===== config.mk =====
export PLATFORM = sky130hd
export DESIGN_NAME = reward_vga_top
export DESIGN_NICKNAME = d
export VERILOG_FILES = /design/src/hw/reward_pkg.sv /design/src/hw/reward_vga_top.sv /design/src/hw/reward_display.sv /design/src/hw/reward_sprite_rom.sv /design/src/hw/reward_spawner.sv /design/src/hw/vga_timing.sv
export VERILOG_INCLUDE_DIRS = /design/src /design/src/hw
export SDC_FILE = /design/constraint.sdc
export NUM_CORES = 1
export LEC_CHECK = 0
export BUFFER_PORTS_ARGS = -buffer_cell sky130_fd_sc_hd__buf_2
export CAP_MARGIN = 20
export CORE_ASPECT_RATIO = 0.7
export CORE_MARGIN = 4
export CORE_UTILIZATION = 62
export DETAILED_ROUTE_END_ITERATION = 8
export PLACE_DENSITY = 0.81
export SLEW_MARGIN = 20
export SYNTH_ARGS = -nofsm -noshare
export SYNTH_HDL_FRONTEND = slang
export SYNTH_SLANG_ARGS = --single-unit

===== constraint.sdc =====
create_clock -name clk -period 5.1 [get_ports clk]
set_clock_uncertainty 0.2 [all_clocks]
set_input_delay 1.02 -clock clk [delete_from_list [all_inputs] [get_ports clk]]
set_output_delay 1.02 -clock clk [all_outputs]
set_load 0.01 [all_outputs]

===== src/hw/reward_defines.svh =====
// reward marker defines: raster layout, grid pitch, sprite size and reward colours
`ifndef REWARD_DEFINES_SVH
`define REWARD_DEFINES_SVH

`define H_VISIBLE 640 // active pixels per line
`define H_FRONT 16
`define H_SYNC 96
`define H_BACK 48

`define V_VISIBLE 480 // active lines per frame
`define V_FRONT 10
`define V_SYNC 2
`define V_BACK 33

`define CELL_SIZE 20 // grid pitch in pixels
`define SPRITE_SIZE 24
`define SPRITE_HALF 12
`define CELL_X_MAX 31 // smallest legal index is 1 on both axes
`define CELL_Y_MAX 23

`define COLOR_PROTECTED 12'h0FF
`define COLOR_GRADE 12'hFF0
`define COLOR_SLOWLY 12'h00F

`define SPAWN_SEED 16'hACE1 // any nonzero value

`endif

===== src/hw/reward_pkg.sv =====
// reward marker types: coordinates, grid cells, reward kinds, raster and pixel bundles
package reward_pkg;

	typedef logic [10:0] coord_t; // pixel coordinate, covers the full 800x525 frame
	typedef logic [5:0] cell_t; // grid index
	typedef logic [11:0] rgb_t; // 4:4:4 colour
	typedef logic [9:0] sprite_addr_t; // u + 24*v

	typedef enum logic [1:0] {
		NONE,
		PROTECTED,
		GRADE,
		SLOWLY
	} reward_kind_t;

	typedef struct packed {
		coord_t x;
		coord_t y;
		logic visible;
		logic hsync; // active low
		logic vsync; // active low
	} raster_t;

	typedef struct packed {
		rgb_t rgb;
		logic hsync;
		logic vsync;
	} pixel_t;

endpackage


===== src/hw/reward_vga_top.sv =====
// reward vga top: timing, spawner and display with syncs aligned to the pixel pipeline
`timescale 1ns/1ps

module reward_vga_top
(
	input logic clk,
	input logic reset,
	input logic spawn,
	input logic collect,
	input logic display_enable,
	output reward_pkg::pixel_t pixel,
	output reward_pkg::cell_t reward_x,
	output reward_pkg::cell_t reward_y,
	output reward_pkg::reward_kind_t reward_kind,
	output logic reward_active
);

	reward_pkg::raster_t raster;
	reward_pkg::rgb_t rgb;
	logic [1:0] hsync_d; // [1] is the older sample
	logic [1:0] vsync_d;

	vga_timing vga_timing_i
	(
		.clk(clk),
		.reset(reset),
		.raster(raster)
	);

	reward_spawner reward_spawner_i
	(
		.clk(clk),
		.reset(reset),
		.spawn(spawn),
		.collect(collect),
		.reward_x(reward_x),
		.reward_y(reward_y),
		.reward_kind(reward_kind),
		.reward_active(reward_active)
	);

	reward_display reward_display_i
	(
		.clk(clk),
		.reset(reset),
		.raster(raster),
		.display_enable(display_enable),
		.reward_x(reward_x),
		.reward_y(reward_y),
		.reward_kind(reward_kind),
		.reward_active(reward_active),
		.rgb(rgb)
	);

	// matches the two cycle latency of the display
	always_ff @(posedge clk)
	begin
		if (reset)
		begin
			hsync_d <= 2'b11;
			vsync_d <= 2'b11;
		end
		else
		begin
			hsync_d <= {hsync_d[0], raster.hsync};
			vsync_d <= {vsync_d[0], raster.vsync};
		end
	end

	assign pixel = '{rgb: rgb, hsync: hsync_d[1], vsync: vsync_d[1]};

endmodule


===== src/hw/reward_display.sv =====
// reward display: two-stage pipeline from raster position to reward colour
`timescale 1ns/1ps
`include "reward_defines.svh"

module reward_display
(
	input logic clk,
	input logic reset,
	input reward_pkg::raster_t raster,
	input logic display_enable,
	input reward_pkg::cell_t reward_x,
	input reward_pkg::cell_t reward_y,
	input reward_pkg::reward_kind_t reward_kind,
	input logic reward_active,
	output reward_pkg::rgb_t rgb
);

	reward_pkg::coord_t cx;
	reward_pkg::coord_t cy;
	reward_pkg::coord_t u;
	reward_pkg::coord_t v;
	reward_pkg::sprite_addr_t rom_addr;
	logic in_window;
	logic hit;
	logic hit_q;
	reward_pkg::reward_kind_t kind_q;
	logic rom_bit;
	reward_pkg::rgb_t kind_color;

	// stage 1: window test and rom address
	assign cx = reward_pkg::coord_t'(reward_x) * reward_pkg::coord_t'(`CELL_SIZE);
	assign cy = reward_pkg::coord_t'(reward_y) * reward_pkg::coord_t'(`CELL_SIZE);
	assign u = raster.x + reward_pkg::coord_t'(`SPRITE_HALF - 1) - cx; // wraps when left of window
	assign v = raster.y + reward_pkg::coord_t'(`SPRITE_HALF - 1) - cy;
	assign in_window = (u < reward_pkg::coord_t'(`SPRITE_SIZE))
		&& (v < reward_pkg::coord_t'(`SPRITE_SIZE));
	assign hit = raster.visible && display_enable && reward_active && in_window;
	assign rom_addr = reward_pkg::sprite_addr_t'(u + v * reward_pkg::coord_t'(`SPRITE_SIZE));

	reward_sprite_rom reward_sprite_rom_i
	(
		.clk(clk),
		.addr(rom_addr),
		.kind(reward_kind),
		.bit_out(rom_bit)
	);

	always_ff @(posedge clk)
	begin
		if (reset)
			hit_q <= 1'b0;
		else
			hit_q <= hit;
	end

	always_ff @(posedge clk)
	begin
		kind_q <= reward_kind; // travels alongside the rom read
	end

	always_comb
	begin
		case (kind_q)
			reward_pkg::PROTECTED: kind_color = `COLOR_PROTECTED;
			reward_pkg::GRADE: kind_color = `COLOR_GRADE;
			reward_pkg::SLOWLY: kind_color = `COLOR_SLOWLY;
			default: kind_color = '0;
		endcase
	end

	// stage 2: colour out
	always_ff @(posedge clk)
	begin
		if (reset)
			rgb <= '0;
		else if (hit_q && rom_bit)
			rgb <= kind_color;
		else
			rgb <= '0;
	end

endmodule


===== src/hw/reward_sprite_rom.sv =====
// reward sprite rom: synchronous 24x24 one-bit bitmaps for the three reward kinds
`timescale 1ns/1ps
`include "reward_defines.svh"

module reward_sprite_rom
(
	input logic clk,
	input reward_pkg::sprite_addr_t addr,
	input reward_pkg::reward_kind_t kind,
	output logic bit_out
);

	localparam int SIZE = `SPRITE_SIZE;
	localparam int DEPTH = SIZE * SIZE;

	// evaluates the geometric rule of one kind over the whole sprite
	function automatic logic [DEPTH-1:0] build_map(input reward_pkg::reward_kind_t map_kind);
		logic [DEPTH-1:0] map;
		int u;
		int v;
		logic on;
		map = '0;
		for (v = 0; v < SIZE; v++)
		begin
			for (u = 0; u < SIZE; u++)
			begin
				case (map_kind)
					reward_pkg::PROTECTED: on = (u < 2) || (u >= SIZE - 2)
						|| (v < 2) || (v >= SIZE - 2); // two pixel frame
					reward_pkg::GRADE: on = ((u >= `SPRITE_HALF - 2) && (u <= `SPRITE_HALF + 1))
						|| ((v >= `SPRITE_HALF - 2) && (v <= `SPRITE_HALF + 1));
					reward_pkg::SLOWLY: on = (u == v) || (u + v == SIZE - 1);
					default: on = 1'b0;
				endcase
				map[u + SIZE * v] = on;
			end
		end
		return map;
	endfunction

	localparam logic [DEPTH-1:0] MAP_PROTECTED = build_map(reward_pkg::PROTECTED);
	localparam logic [DEPTH-1:0] MAP_GRADE = build_map(reward_pkg::GRADE);
	localparam logic [DEPTH-1:0] MAP_SLOWLY = build_map(reward_pkg::SLOWLY);

	logic in_range;

	assign in_range = (addr < reward_pkg::sprite_addr_t'(DEPTH));

	always_ff @(posedge clk)
	begin
		if (!in_range)
			bit_out <= 1'b0; // address outside the sprite
		else
		begin
			case (kind)
				reward_pkg::PROTECTED: bit_out <= MAP_PROTECTED[addr];
				reward_pkg::GRADE: bit_out <= MAP_GRADE[addr];
				reward_pkg::SLOWLY: bit_out <= MAP_SLOWLY[addr];
				default: bit_out <= 1'b0;
			endcase
		end
	end

endmodule


===== src/hw/reward_spawner.sv =====
// reward spawner: places a reward at a pseudo-random cell with a random kind, clears on collect
`timescale 1ns/1ps
`include "reward_defines.svh"

module reward_spawner
(
	input logic clk,
	input logic reset,
	input logic spawn,
	input logic collect,
	output reward_pkg::cell_t reward_x,
	output reward_pkg::cell_t reward_y,
	output reward_pkg::reward_kind_t reward_kind,
	output logic reward_active
);

	logic [15:0] lfsr;
	logic feedback;
	logic [4:0] raw_x;
	logic [4:0] raw_y;
	reward_pkg::cell_t next_x;
	reward_pkg::cell_t next_y;
	reward_pkg::reward_kind_t next_kind;

	assign feedback = lfsr[15] ^ lfsr[13] ^ lfsr[12] ^ lfsr[10]; // taps 16,14,13,11
	assign raw_x = lfsr[4:0];
	assign raw_y = lfsr[9:5];

	always_comb
	begin
		next_x = (raw_x == 5'd0) ? reward_pkg::cell_t'(1) : reward_pkg::cell_t'(raw_x);
		if (raw_y == 5'd0)
			next_y = reward_pkg::cell_t'(1);
		else if (raw_y > 5'(`CELL_Y_MAX))
			next_y = reward_pkg::cell_t'(raw_y - 5'd16); // fold rows below the grid upward
		else
			next_y = reward_pkg::cell_t'(raw_y);
		next_kind = reward_pkg::reward_kind_t'(lfsr[11:10]);
		if (next_kind == reward_pkg::NONE)
			next_kind = reward_pkg::PROTECTED;
	end

	always_ff @(posedge clk)
	begin
		if (reset)
		begin
			lfsr <= `SPAWN_SEED;
			reward_x <= reward_pkg::cell_t'(1);
			reward_y <= reward_pkg::cell_t'(1);
			reward_kind <= reward_pkg::NONE;
			reward_active <= 1'b0;
		end
		else
		begin
			lfsr <= {lfsr[14:0], feedback}; // steps every cycle
			if (spawn)
			begin
				reward_x <= next_x;
				reward_y <= next_y;
				reward_kind <= next_kind;
				reward_active <= 1'b1; // spawn wins over collect
			end
			else if (collect)
				reward_active <= 1'b0;
		end
	end

endmodule


===== src/hw/vga_timing.sv =====
// vga timing generator: free-running pixel and line counters with registered syncs
`timescale 1ns/1ps
`include "reward_defines.svh"

module vga_timing
(
	input logic clk,
	input logic reset,
	output reward_pkg::raster_t raster
);

	localparam int H_TOTAL = `H_VISIBLE + `H_FRONT + `H_SYNC + `H_BACK;
	localparam int V_TOTAL = `V_VISIBLE + `V_FRONT + `V_SYNC + `V_BACK;
	localparam int H_SYNC_START = `H_VISIBLE + `H_FRONT;
	localparam int V_SYNC_START = `V_VISIBLE + `V_FRONT;

	reward_pkg::coord_t x_next;
	reward_pkg::coord_t y_next;
	logic line_end;

	assign line_end = (raster.x == reward_pkg::coord_t'(H_TOTAL - 1));

	always_comb
	begin
		x_next = line_end ? '0 : raster.x + 1'b1;
		y_next = raster.y;
		if (line_end)
		begin
			if (raster.y == reward_pkg::coord_t'(V_TOTAL - 1))
				y_next = '0; // wrap to the top of the next frame
			else
				y_next = raster.y + 1'b1;
		end
	end

	// flags are derived from the next position so they line up with x and y
	always_ff @(posedge clk)
	begin
		if (reset)
		begin
			raster.x <= '0;
			raster.y <= '0;
			raster.visible <= 1'b1;
			raster.hsync <= 1'b1;
			raster.vsync <= 1'b1;
		end
		else
		begin
			raster.x <= x_next;
			raster.y <= y_next;
			raster.visible <= (x_next < reward_pkg::coord_t'(`H_VISIBLE))
				&& (y_next < reward_pkg::coord_t'(`V_VISIBLE));
			raster.hsync <= !((x_next >= reward_pkg::coord_t'(H_SYNC_START))
				&& (x_next < reward_pkg::coord_t'(H_SYNC_START + `H_SYNC)));
			raster.vsync <= !((y_next >= reward_pkg::coord_t'(V_SYNC_START))
				&& (y_next < reward_pkg::coord_t'(V_SYNC_START + `V_SYNC)));
		end
	end

endmodule


==> results of run 1 <==
[report_power, final]
| group | internal, mW | switching [mW] |
|---|---|---|
| Combinational | 0.626 | 0.883 |
| Clock | 0.432 | 0.256 |
| Sequential | 0.536 | 0.0210 |
| Total | 1.59 | 1.16 |
[Yosys cell counts, types with 4 or more instances]
master / number
a211o_1: 4
a211oi_1: 8
a21boi_0: 6
a21o_1: 12
a21oi_1: 32
a22oi_1: 6
a31oi_1: 4
and2_1: 4
and3_1: 8
buf_2: 5
buf_4: 12
clkbuf_1: 21
dfxtp_1: 66
fa_1: 6
ha_1: 73
inv_1: 49
mux2i_1: 20
nand2_1: 33
nand2b_1: 12
nand3_1: 19
nand4_1: 13
nor2_1: 61
nor2b_1: 14
nor3_1: 14
nor3b_1: 6
nor4_1: 4
o211ai_1: 6
o21a_1: 4
o21ai_0: 24
o21bai_1: 5
or2_2: 17
xnor2_1: 31
xor2_1: 18
[timing repair]
action | in CTS | in global routing
gates resized for setup | 0 | 9
hold buffers | 0 | 0
endpoints found under the setup margin | 0 | 1
buffers inserted | 0 | 1
[per-stage QoR]
| stage | TNS (ps) | hold WS (ps) | cell area [µm²] | setup WS (ps) | total power, mW |
|---|---|---|---|---|---|
| 6_report | 0 | 211.3 | 6233 | 152.0 | 2.754 |
| 5_1_grt | -56.30 | 225.9 | 6233 | -56.30 | 2.906 |
| 4_1_cts | 0 | 212.8 | 6182 | 231.6 | 2.667 |
| 3_5_place_dp | 0 | 196.4 | 5857 | 278.8 | 1.975 |
| 3_3_place_gp | 0 | 192.5 | 5857 | 363.0 | 1.956 |
| 2_1_floorplan | 0 | 189.5 | 5662 | 492.7 | 1.631 |
[kinds of logic (layout without fill, tap and decap cells)]
group	Yosys count	count (layout)	synth area share (%)
other	1	1	0.06623
xor gates and xnor gates	50	50	7.867
buffers and inverters	90	110	6.873
DFF	66	66	23.34
and+or+nand+nor	226	226	21.22
muxes	22	22	3.934
adders and majority gates	79	79	18.25
AOI/OAI and AO/OA	148	148	18.45
[cell type report]
cell class / count / area, µm²
Fill cell: 655 / 2420
Clock inverter: 7 / 100.1
Sequential cell: 66 / 1321
Inverter: 49 / 183.9
Tap cell: 120 / 150.1
Timing Repair Buffer: 45 / 257.7
Clock buffer: 9 / 225.2
Multi-Input combinational cell: 526 / 3995
[layer usage]
metal	vias to the layer above	GRT usage, %	part of all wire, %
met5	-	0	0
met4	0	7.012	1.2
met3	22	7.166	9.6
met2	261	42.32	44
met1	2439	37.92	45
li1	2449	-	-
[worst min-delay path by stage]
stage | end | slack, ps
2_1_floorplan | hsync_d[0]$_SDFF_PP1_ | 190
3_3_place_gp | vsync_d[1]$_SDFF_PP1_ | 190
3_5_place_dp | reward_spawner_i.lfsr[15]$_SDFF_PP1_ | 200
4_1_cts | hsync_d[0]$_SDFF_PP1_ | 210
5_1_grt | hsync_d[0]$_SDFF_PP1_ | 230
6_report | reward_spawner_i.lfsr[15]$_SDFF_PP1_ | 210
[sequential cells by signal, summed over array words and instances (netlist names)]
signal                                        count
reward_display_i.rgb                              3
reward_spawner_i.reward_y                         6
reward_spawner_i.reward_active                    1
reward_display_i.hit_q                            1
reward_spawner_i.lfsr                            16
reward_display_i.kind_q                           2
reward_spawner_i.reward_kind                      2
reward_display_i.reward_sprite_rom_i.bit_out      1
hsync_d                                           2
vsync_d                                           2
vga_timing_i.raster                              25
reward_spawner_i.reward_x                         5
==> key figures, run 1 <==
STA
  • Final Max Slew Viols: 0
  • Final min period: 4948 ps
  • # setup viols final: 0
  • FMAX: 202.1 MHz
  • Worst-margin pin slew: 903.9 ps
  • Final worst-path cycle share: 97.02%
  • Endpoints failing hold: 0
  • Worst slew margin: 39.28%

Routing
  • Drt pass-1 iters: 5
  • DR vias/cell: 6.291
  • DR iter-0 viols: 500
  • WL final: 14,400 µm
  • WL per Instance: 17.52 µm
  • DRC viols: 0
  • Detail Route Antenna Nets: 0
  • Via count: 5,171

Yosys
  • Top cell type's share of synthesized area: 23.34%
  • Mapped cell area: 0.005662 mm²
  • Netlist cell types: 77
  • Ranking of synthesized cells by area: dfxtp_1 23%, ha_1 16%, xnor2_1 4.8%
  • YS warnings: 0
  • Syn Area/Cell: 8.302 µm²
  • Sequential fraction of the synthesis area: 23.34%
  • Synthesized flop and latch total: 66
  • Syn Nets: 766
  • Most used flip-flop cell after synthesis: dfxtp_1
  • Mapped Cells: 682
  • Ys async rst share: 0%
  • Largest area contributor in the netlist: dfxtp_1
  • Post-synth EDFFs: 0

Final layout
  • N_diodes: 0
  • Most frequent cells in the layout: 72 x ha_1, 66 x dfxtp_1, 61 x nor2_1
  • Fraction of layout cells with a size suffix above 1: 13.96%
  • Fin cells: 822
  • Area growth from synthesis to layout: 10.10%
  • Final nets: 781
  • Utilization after layout: 72.04%
  • Most common cell after layout, fill and taps aside: ha_1

Setup path
  • Worst reg-to-reg setup slack: 150 ps
  • CP max stage delay: 490 ps
  • Critical path depth: 18
  • CP max stage cell: fa_1
  • CP Max Fanout: 10
  • Worst EP required: 5170 ps
  • Cell Chain, Critical Path: ha_1 -> ha_1 -> fa_1 -> inv_1 -> ha_1 -> ha_1 -> o2111ai_1 -> nand3_1 -> nor2_1 -> xnor2_2 -> ha_1 -> and3_2 -> or2_2 -> a2111oi_1 -> o21ai_0 -> a31oi_1 -> nand4_1 -> o211ai_1
  • Launch point of the worst reg-to-reg path: reward_spawner_i.reward_x[1]$_SDFFE_PP0P_
  • Worst r2r dst: reward_display_i.reward_sprite_rom_i.bit_out$_SDFF_PP0_
  • CP top delay family: adder cells
  • CP endpoint kind: register
  • Worst setup SP type: register
  • Cell mode on critical path: ha_1
  • Setup crit start: reward_spawner_i.reward_x[1]$_SDFFE_PP0P_
  • Crit path buf inv count: 1
  • WS Path Type: reg2reg
  • Reg2Reg Depth: 18
  • Critical path capture point: reward_display_i.reward_sprite_rom_i.bit_out$_SDFF_PP0_
  • Critical Path AT: 5020 ps

Placement
  • Placed cells: 805
  • Port Buffers: 32
  • Post-DP HPWL: 10,460 µm
  • Routability congestion estimate: 0.9325

Pwr
  • Pleak: 2.747 nW
  • Max rail drop VDD: 322.8 µV
  • Power Dens Cells: 441.8 mW/mm²

Clocking
  • Clk_lat worst skew: 340 ps
  • CTS tree: done
  • CTS Sinks: 66
  • Total CTS buffers: 9
  • H-tree depth: 3
  • CTS max path bufs: 2
  • Clk slew on worst S/H paths: 60 ps
  • Root buffer cell: clkbuf_16

Floorplanning
  • Core area: 0.008653 mm²
  • # IOs: 34
  • Width of the chip: 122.2 µm
  • Initial Utilization: 65.43%
  • Rows: 28
  • Die Area: 0.01075 mm²
  • Die height: 87.95 µm

Worst hold path
  • Hold path depth: 1
  • Hold Path Origin: reward_spawner_i.lfsr[14]$_SDFF_PP0_
  • Hold crit path type: reg2reg

Global routing
  • First-pass GRT wire length: 23,140 µm
  • Total grt overflow: 0
  • Initial antenna violation count: 0
  • Vias in the first global route: 4,691
  • Overall routing resource usage: 27.27%
  • Largest net degree at the start of global routing: 51

Run
  • Max_cap viols: 0

Run status
  • Outcome: finished, final reports clean
No activity file was read; power rests on OpenSTA's default activity.
==> inputs of run 2 (changes only) <==
--- a/config.mk
+++ b/config.mk
@@ -10,9 +10,8 @@
 export CAP_MARGIN = 20
 export CORE_ASPECT_RATIO = 0.7
 export CORE_MARGIN = 4
-export CORE_UTILIZATION = 62
+export CORE_UTILIZATION = 45
 export DETAILED_ROUTE_END_ITERATION = 8
-export PLACE_DENSITY = 0.81
 export SLEW_MARGIN = 20
 export SYNTH_ARGS = -nofsm -noshare
 export SYNTH_HDL_FRONTEND = slang
==> key figures, run 2 (synthesis gave the netlist of run 1 again) <==
Routing
  • WL final: 13,650 µm (-5.2%)
  • Via count: 4,916 (-4.9%)
  • DR iter-0 viols: 373 (-25%)
  • DR vias/cell: 5.716 (-9.1%)
  • DRC viols: 0 (unchanged)
  • WL per Instance: 15.88 µm (-9.4%)
  • Drt pass-1 iters: 5 (unchanged)
  • Detail Route Antenna Nets: 0 (unchanged)

STA
  • Worst-margin pin slew: 944.4 ps (+40.47 ps)
  • Final worst-path cycle share: 96.27% (-0.75 points)
  • FMAX: 203.7 MHz (+0.78%)
  • Final min period: 4910 ps (-38.29 ps)
  • Worst slew margin: 36.57% (-2.7 points)
  • Setup ws final: 190.3 ps (+38.29 ps)
  • Endpoints failing hold: 0 (unchanged)
  • Final Max Slew Viols: 0 (unchanged)
  • # setup viols final: 0 (unchanged)

Final layout
  • Seq. cell area: 0.001323 mm² (about the same)
  • Fraction of layout cells with a size suffix above 1: 13.94% (-0.020 points)
  • Biggest regs: vga_timing_i.raster (25), reward_spawner_i.lfsr (16), reward_spawner_i.reward_y (6)
  • Final nets: 782 (+0.13%)
  • N_diodes: 0 (unchanged)
  • Max reg flops: 25 (unchanged)
  • Fin cells: 860 (+4.6%)
  • Most frequent cells in the layout: 73 x ha_1, 65 x dfxtp_1, 60 x nor2_1
  • FILL cells: 1,126 (+72%)
  • Biggest register: vga_timing_i.raster
  • Area of the multi-input gates: 0.003980 mm² (-0.38%)
  • Area growth from synthesis to layout: 10.41%
  • Most common cell after layout, fill and taps aside: ha_1

Clocking
  • CTS max path bufs: 2 (unchanged)
  • Total CTS buffers: 9 (unchanged)
  • Hold-fix buffers, CTS: 0 (unchanged)
  • CTS Sinks: 66 (unchanged)
  • Clk slew on worst S/H paths: 60 ps (about the same)
  • H-tree depth: 3 (unchanged)
  • Clk_lat worst skew: 330 ps (about the same)
  • Root buffer cell: clkbuf_16
  • CTS tree: done

Setup path
  • CP max stage delay: 520 ps (+30 ps)
  • CP top delay family: adder cells
  • Cell Chain, Critical Path: ha_1 -> ha_1 -> fa_1 -> xnor2_2 -> ha_1 -> ha_1 -> nor2_1 -> or3_2 -> xnor2_1 -> ha_1 -> inv_1 -> a2111o_1 -> o311ai_0 -> buf_4 -> nand2b_1 -> a311oi_1 -> a221oi_1 -> nand4_1 -> o211ai_1
  • Crit path buf inv count: 2 (+1)
  • CP Max Fanout: 7 (-3)
  • Worst reg-to-reg setup slack: 190 ps (+40 ps)
  • Reg2Reg Depth: 19 (+1)
  • Worst EP required: 5160 ps (about the same)
  • Worst setup SP type: register
  • CP max stage cell: or3_2
  • Cell mode on critical path: ha_1
  • Critical Path AT: 4970 ps (-50 ps)
  • Launch point of the worst reg-to-reg path: reward_spawner_i.reward_x[1]$_SDFFE_PP0P_
  • WS Path Type: reg2reg
  • Worst r2r dst: reward_display_i.reward_sprite_rom_i.bit_out$_SDFF_PP0_
  • CP endpoint kind: register

Floorplanning
  • Width of the chip: 142.1 µm (+16%)
  • Core area: 0.01202 mm² (+39%)
  • Die height: 101.8 µm (+16%)
  • Rows: 33 (+18%)
  • Die Area: 0.01447 mm² (+35%)
  • Initial Utilization: 47.12% (-18 points)
  • # IOs: 34 (unchanged)

Placement
  • Post-DP HPWL: 10,590 µm (+1.3%)
  • Placed cells: 844 (+4.8%)
  • Routability congestion estimate: 0.9164 (-1.7%)
  • Pre-CTS setup slack: 192.5 ps (-86.29 ps)
  • Port Buffers: 32 (unchanged)

Pwr
  • Power Dens Cells: 431.7 mW/mm² (-2.3%)
  • Pwr Total: 2.699 mW (-2.0%)
  • Gate power share: 56.4% (+1.6 points)
  • Clock share of power: 23.0% (-2.0 points)
  • Max rail drop VDD: 238.9 µV (-26%)
  • Pleak: 2.739 nW (-0.30%)
  • Sw Ratio: 43.07% (+0.95 points)
  • Part of the power in registers: 20.6% (+0.4 points)
  • P_int: 1.536 mW (-3.6%)
  • Switching power: 1.162 mW (+0.20%)

Worst hold path
  • Hold crit path type: reg2reg
  • Hold Path Origin: vsync_d[0]$_SDFF_PP1_
  • Hold path depth: 1 (unchanged)
  • Hold worst-path end: vsync_d[1]$_SDFF_PP1_

Global routing
  • Initial antenna violation count: 0 (unchanged)
  • First-pass GRT wire length: 22,690 µm (-1.9%)
  • Total grt overflow: 0 (unchanged)
  • Vias in the first global route: 4,632 (-1.3%)
  • Largest net degree at the start of global routing: 51 (unchanged)
  • Overall routing resource usage: 19.23% (-8.0 points)

Run
  • Max_cap viols: 0 (unchanged)

Run status
  • Outcome: finished, final reports clean
[run 2: cell count changes in the layout (fill, tap and decap cells not counted), sizes merged]
cell      before  now
bufinv         2    1
clkinvlp       0    1
buf           45   46
[run 2: worst max path at each step]
stage | start | to | slack [ps] | depth (start not counted)
4_1_cts | reward_spawner_i.reward_x[1]$_SDFFE_PP0P_ | reward_display_i.reward_sprite_rom_i.bit_out$_SDFF_PP0_ | 170 | 16
3_3_place_gp | reward_spawner_i.reward_x[1]$_SDFFE_PP0P_ | reward_display_i.reward_sprite_rom_i.bit_out$_SDFF_PP0_ | 320 | 19
6_report | reward_spawner_i.reward_x[1]$_SDFFE_PP0P_ | reward_display_i.reward_sprite_rom_i.bit_out$_SDFF_PP0_ | 190 | 19
3_5_place_dp | reward_spawner_i.reward_x[1]$_SDFFE_PP0P_ | reward_display_i.reward_sprite_rom_i.bit_out$_SDFF_PP0_ | 190 | 16
2_1_floorplan | reward_spawner_i.reward_x[1]$_SDFFE_PP0P_ | reward_display_i.reward_sprite_rom_i.bit_out$_SDFF_PP0_ | 490 | 16
5_1_grt | reward_spawner_i.reward_x[3]$_SDFFE_PP0P_ | reward_display_i.reward_sprite_rom_i.bit_out$_SDFF_PP0_ | -10 | 19
[run 2: through the flow]
stage	util (%)	setup TNS [ps]	cell area [µm²]	hold slack, ps
global placement	49.26	0	5918	191.6
floorplan	-	0	5662	189.5
CTS	51.78	0	6221	206.9
finish	52.03	0	6251	205.7
detailed placement	49.26	0	5918	193.2
global route	52.03	-13.13	6251	218.0
[run 2: cell type report]
cell class	instances	area share [%]
Multi-Input combinational cell	526	63.67
Sequential cell	66	21.16
Timing Repair Buffer	46	4.243
Clock buffer	9	3.603
Tap cell	157	3.143
Inverter	49	2.942
Clock inverter	7	1.241
[run 2: power by group through the flow]
| stage | registers, mW | logic, mW | clock network [mW] |
|---|---|---|---|
| 6_report | 0.556 | 1.52 | 0.620 |
| 5_1_grt | 0.559 | 1.65 | 0.658 |
| 4_1_cts | 0.556 | 1.45 | 0.637 |
| 3_5_place_dp | 0.567 | 1.44 | 0 |
| 3_3_place_gp | 0.567 | 1.43 | 0 |
| 2_1_floorplan | 0.563 | 1.07 | 0 |
[run 2: per-layer routing]
metal / vias up / share of wire (%) / track usage, %
met2: 142 / 40 / 27.80
met3: 14 / 6.8 / 3.508
met5: - / 0 / 0
met1: 2316 / 53 / 29.65
met4: 0 / 0.85 / 4.056
li1: 2444 / - / -
[run 2: timing repair]
item / in CTS / in global routing
endpoints found under the setup margin: 0 / 1
gates resized for setup: 0 / 7
buffers inserted: 0 / 0
==> inputs of run 3 (changes only) <==
--- a/config.mk
+++ b/config.mk
@@ -10,8 +10,10 @@
 export CAP_MARGIN = 20
 export CORE_ASPECT_RATIO = 0.7
 export CORE_MARGIN = 4
-export CORE_UTILIZATION = 45
+export CORE_UTILIZATION = 50
 export DETAILED_ROUTE_END_ITERATION = 8
+export GPL_TIMING_DRIVEN = 0
+export PLACE_DENSITY = 0.68
 export SLEW_MARGIN = 20
 export SYNTH_ARGS = -nofsm -noshare
 export SYNTH_HDL_FRONTEND = slang
==> key figures, run 3 (synthesis gave the netlist of run 1 again) <==
Floorplanning
  • Die Area: 0.01312 mm² (-9.3%)
  • Die height: 97.03 µm (-4.7%)
  • Core area: 0.01105 mm² (-8.0%)
  • Initial Utilization: 51.23% (+4.1 points)
  • Width of the chip: 135.2 µm (-4.8%)
  • # IOs: 34 (unchanged)
  • Rows: 32 (-3.0%)

Final layout
  • Final nets: 809 (+3.5%)
  • Most frequent cells in the layout: 70 x ha_1, 64 x dfxtp_1, 60 x nor2_1
  • N_diodes: 0 (unchanged)
  • Fraction of layout cells with a size suffix above 1: 14.79% (+0.85 points)
  • Max reg flops: 25 (unchanged)
  • Area growth from synthesis to layout: 14.10%
  • Biggest register: vga_timing_i.raster
  • Most common cell after layout, fill and taps aside: ha_1
  • Biggest regs: vga_timing_i.raster (25), reward_spawner_i.lfsr (16), reward_spawner_i.reward_y (6)

Setup path
  • Critical Path AT: 4890 ps (-80 ps)
  • Worst reg-to-reg setup slack: 220 ps (+30 ps)
  • Cell mode on critical path: ha_1
  • Worst EP required: 5110 ps (-50 ps)
  • WS Path Type: reg2reg
  • Launch point of the worst reg-to-reg path: reward_spawner_i.reward_x[1]$_SDFFE_PP0P_
  • Reg2Reg Depth: 17 (-2)
  • Worst r2r dst: reward_display_i.reward_sprite_rom_i.bit_out$_SDFF_PP0_
  • CP max stage cell: or3_2
  • CP endpoint kind: register
  • Cell Chain, Critical Path: ha_1 -> ha_1 -> fa_1 -> xnor2_2 -> ha_1 -> ha_1 -> nor2_1 -> or3_2 -> xnor2_1 -> ha_1 -> nor3b_1 -> a21oi_1 -> o311ai_4 -> a211oi_1 -> o211ai_1 -> nand4_1 -> o211ai_1
  • CP Max Fanout: 7 (unchanged)
  • CP max stage delay: 510 ps (about the same)
  • Worst setup SP type: register

STA
  • Setup ws final: 221.6 ps (+31.36 ps)
  • Final Max Slew Viols: 0 (unchanged)
  • Final worst-path cycle share: 95.65% (-0.61 points)
  • Worst slew margin: 47.50% (+11 points)
  • FMAX: 205.0 MHz (+0.64%)
  • # setup viols final: 0 (unchanged)
  • Worst-margin pin slew: 787.5 ps (-156.9 ps)
  • Endpoints failing hold: 0 (unchanged)
  • Final min period: 4878 ps (-31.36 ps)

Global routing
  • Vias in the first global route: 5,001 (+8.0%)
  • First-pass GRT wire length: 24,620 µm (+8.5%)
  • Overall routing resource usage: 23.16% (+3.9 points)
  • Largest net degree at the start of global routing: 14 (-73%)
  • Initial antenna violation count: 0 (unchanged)
  • Total grt overflow: 0 (unchanged)

Worst hold path
  • Hold crit path type: reg2reg
  • Hold Path Origin: reward_spawner_i.reward_kind[0]$_SDFFE_PP0P_
  • Hold path depth: 0 (-1)
  • Hold worst-path end: reward_display_i.kind_q[0]$_DFF_P_

Clocking
  • CTS max path bufs: 2 (unchanged)
  • Clk_lat worst skew: 330 ps (about the same)
  • CTS Sinks: 66 (unchanged)
  • Total CTS buffers: 9 (unchanged)
  • Root buffer cell: clkbuf_16
  • Clk slew on worst S/H paths: 60 ps (about the same)
  • H-tree depth: 3 (unchanged)
  • CTS tree: done
  • Hold-fix buffers, CTS: 0 (unchanged)

Routing
  • DR vias/cell: 5.846 (+2.3%)
  • WL final: 15,100 µm (+11%)
  • Via count: 5,162 (+5.0%)
  • WL per Instance: 17.10 µm (+7.7%)
  • Detail Route Antenna Nets: 0 (unchanged)
  • Drt pass-1 iters: 5 (unchanged)
  • DR iter-0 viols: 342 (-8.3%)
  • DRC viols: 0 (unchanged)

Run status
  • Outcome: finished, final reports clean

Pwr
  • Max rail drop VDD: 176.9 µV (-26%)
  • Pleak: 2.802 nW (+2.3%)
  • Power Dens Cells: 429.6 mW/mm² (-0.48%)
  • Pwr Total: 2.775 mW (+2.8%)

Placement
  • Pre-CTS setup slack: -88.66 ps (-281.2 ps)
  • Routability congestion estimate: 0.9494 (+3.6%)
  • Post-DP HPWL: 11,640 µm (+9.9%)
  • Port Buffers: 31 (-3.1%)

Run
  • Max_cap viols: 0 (unchanged)
## run 3: changes by cell type in the layout (fill, tap and decap cells not counted), sizes merged
| cell | delta |
|---|---|
| clkbuf | +21 |
| buf | +6 |
| clkinv | -1 |
| clkinvlp | +1 |
## run 3: critical path: cells and delay by family, from the launching register on
kind                       cells  cell delay [ps]
adders and majority gates      6             1940
AOI/OAI and AO/OA              5             1070
and+or+nand+nor                4              840
xor gates and xnor gates       2              360
DFF                            1              350
## run 3: where the power goes
group	switching, mW	leakage (nW)	total [mW]	internal, mW
clock network	0.247	0.142	0.629	0.382
logic	0.963	2.12	1.59	0.627
registers	0.0204	0.541	0.557	0.537
## run 3: worst max path at each step
stage,start,endpoint,slack (ps),cells past startpoint
final,reward_spawner_i.reward_x[1]$_SDFFE_PP0P_,reward_display_i.reward_sprite_rom_i.bit_out$_SDFF_PP0_,220,17
after global routing,reward_spawner_i.reward_x[1]$_SDFFE_PP0P_,reward_display_i.reward_sprite_rom_i.bit_out$_SDFF_PP0_,-5,19
after CTS,reward_spawner_i.reward_x[1]$_SDFFE_PP0P_,reward_display_i.reward_sprite_rom_i.bit_out$_SDFF_PP0_,10,19
after detailed placement,reward_spawner_i.reward_x[1]$_SDFFE_PP0P_,reward_display_i.reward_sprite_rom_i.bit_out$_SDFF_PP0_,-90,17
after floorplan,reward_spawner_i.reward_x[1]$_SDFFE_PP0P_,reward_display_i.reward_sprite_rom_i.bit_out$_SDFF_PP0_,490,16
after global placement,reward_spawner_i.reward_x[1]$_SDFFE_PP0P_,reward_display_i.reward_sprite_rom_i.bit_out$_SDFF_PP0_,-360,16
## run 3: through the flow
| stage | cell area, µm² | hold WS (ps) | cells | TNS [ps] | utilization, % |
|---|---|---|---|---|---|
| finish | 6460 | 185.6 | 883 | 0 | 58.46 |
| global route | 6460 | 197.5 | 883 | -4.690 | 58.46 |
| CTS | 6330 | 188.9 | 882 | 0 | 57.28 |
| detailed placement | 6008 | 177.3 | 866 | -88.66 | 54.37 |
| global placement | 6008 | 165.6 | 866 | -362.3 | 54.37 |
| floorplan | 5662 | 189.5 | 682 | 0 | - |
## run 3: layout make-up
class	count	area [µm²]
buffer	40	200.2
clock buffer	9	225.2
clock inverter	7	76.32
fill	1027	4591
inverter	49	183.9
multi-input combinational	526	4089
sequential	66	1324
tap	153	191.4
timing repair buffer	33	170.2
## run 3: repair_timing
| item | in CTS | in global routing |
|---|---|---|
| buffers inserted | 0 | 2 |
| setup endpoints to repair | 1 | 1 |
| pin swaps | 0 | 4 |
| gates resized for setup | 4 | 17 |
## run 3: metal layers
layer / wire length [µm] / share of wire (%) / track usage [%]
met5: 0 / 0 / 0
met4: 199 / 1.3 / 6.352
met3: 1065 / 7.1 / 5.405
met2: 6309 / 42 / 33.26
met1: 7527 / 50 / 34.44
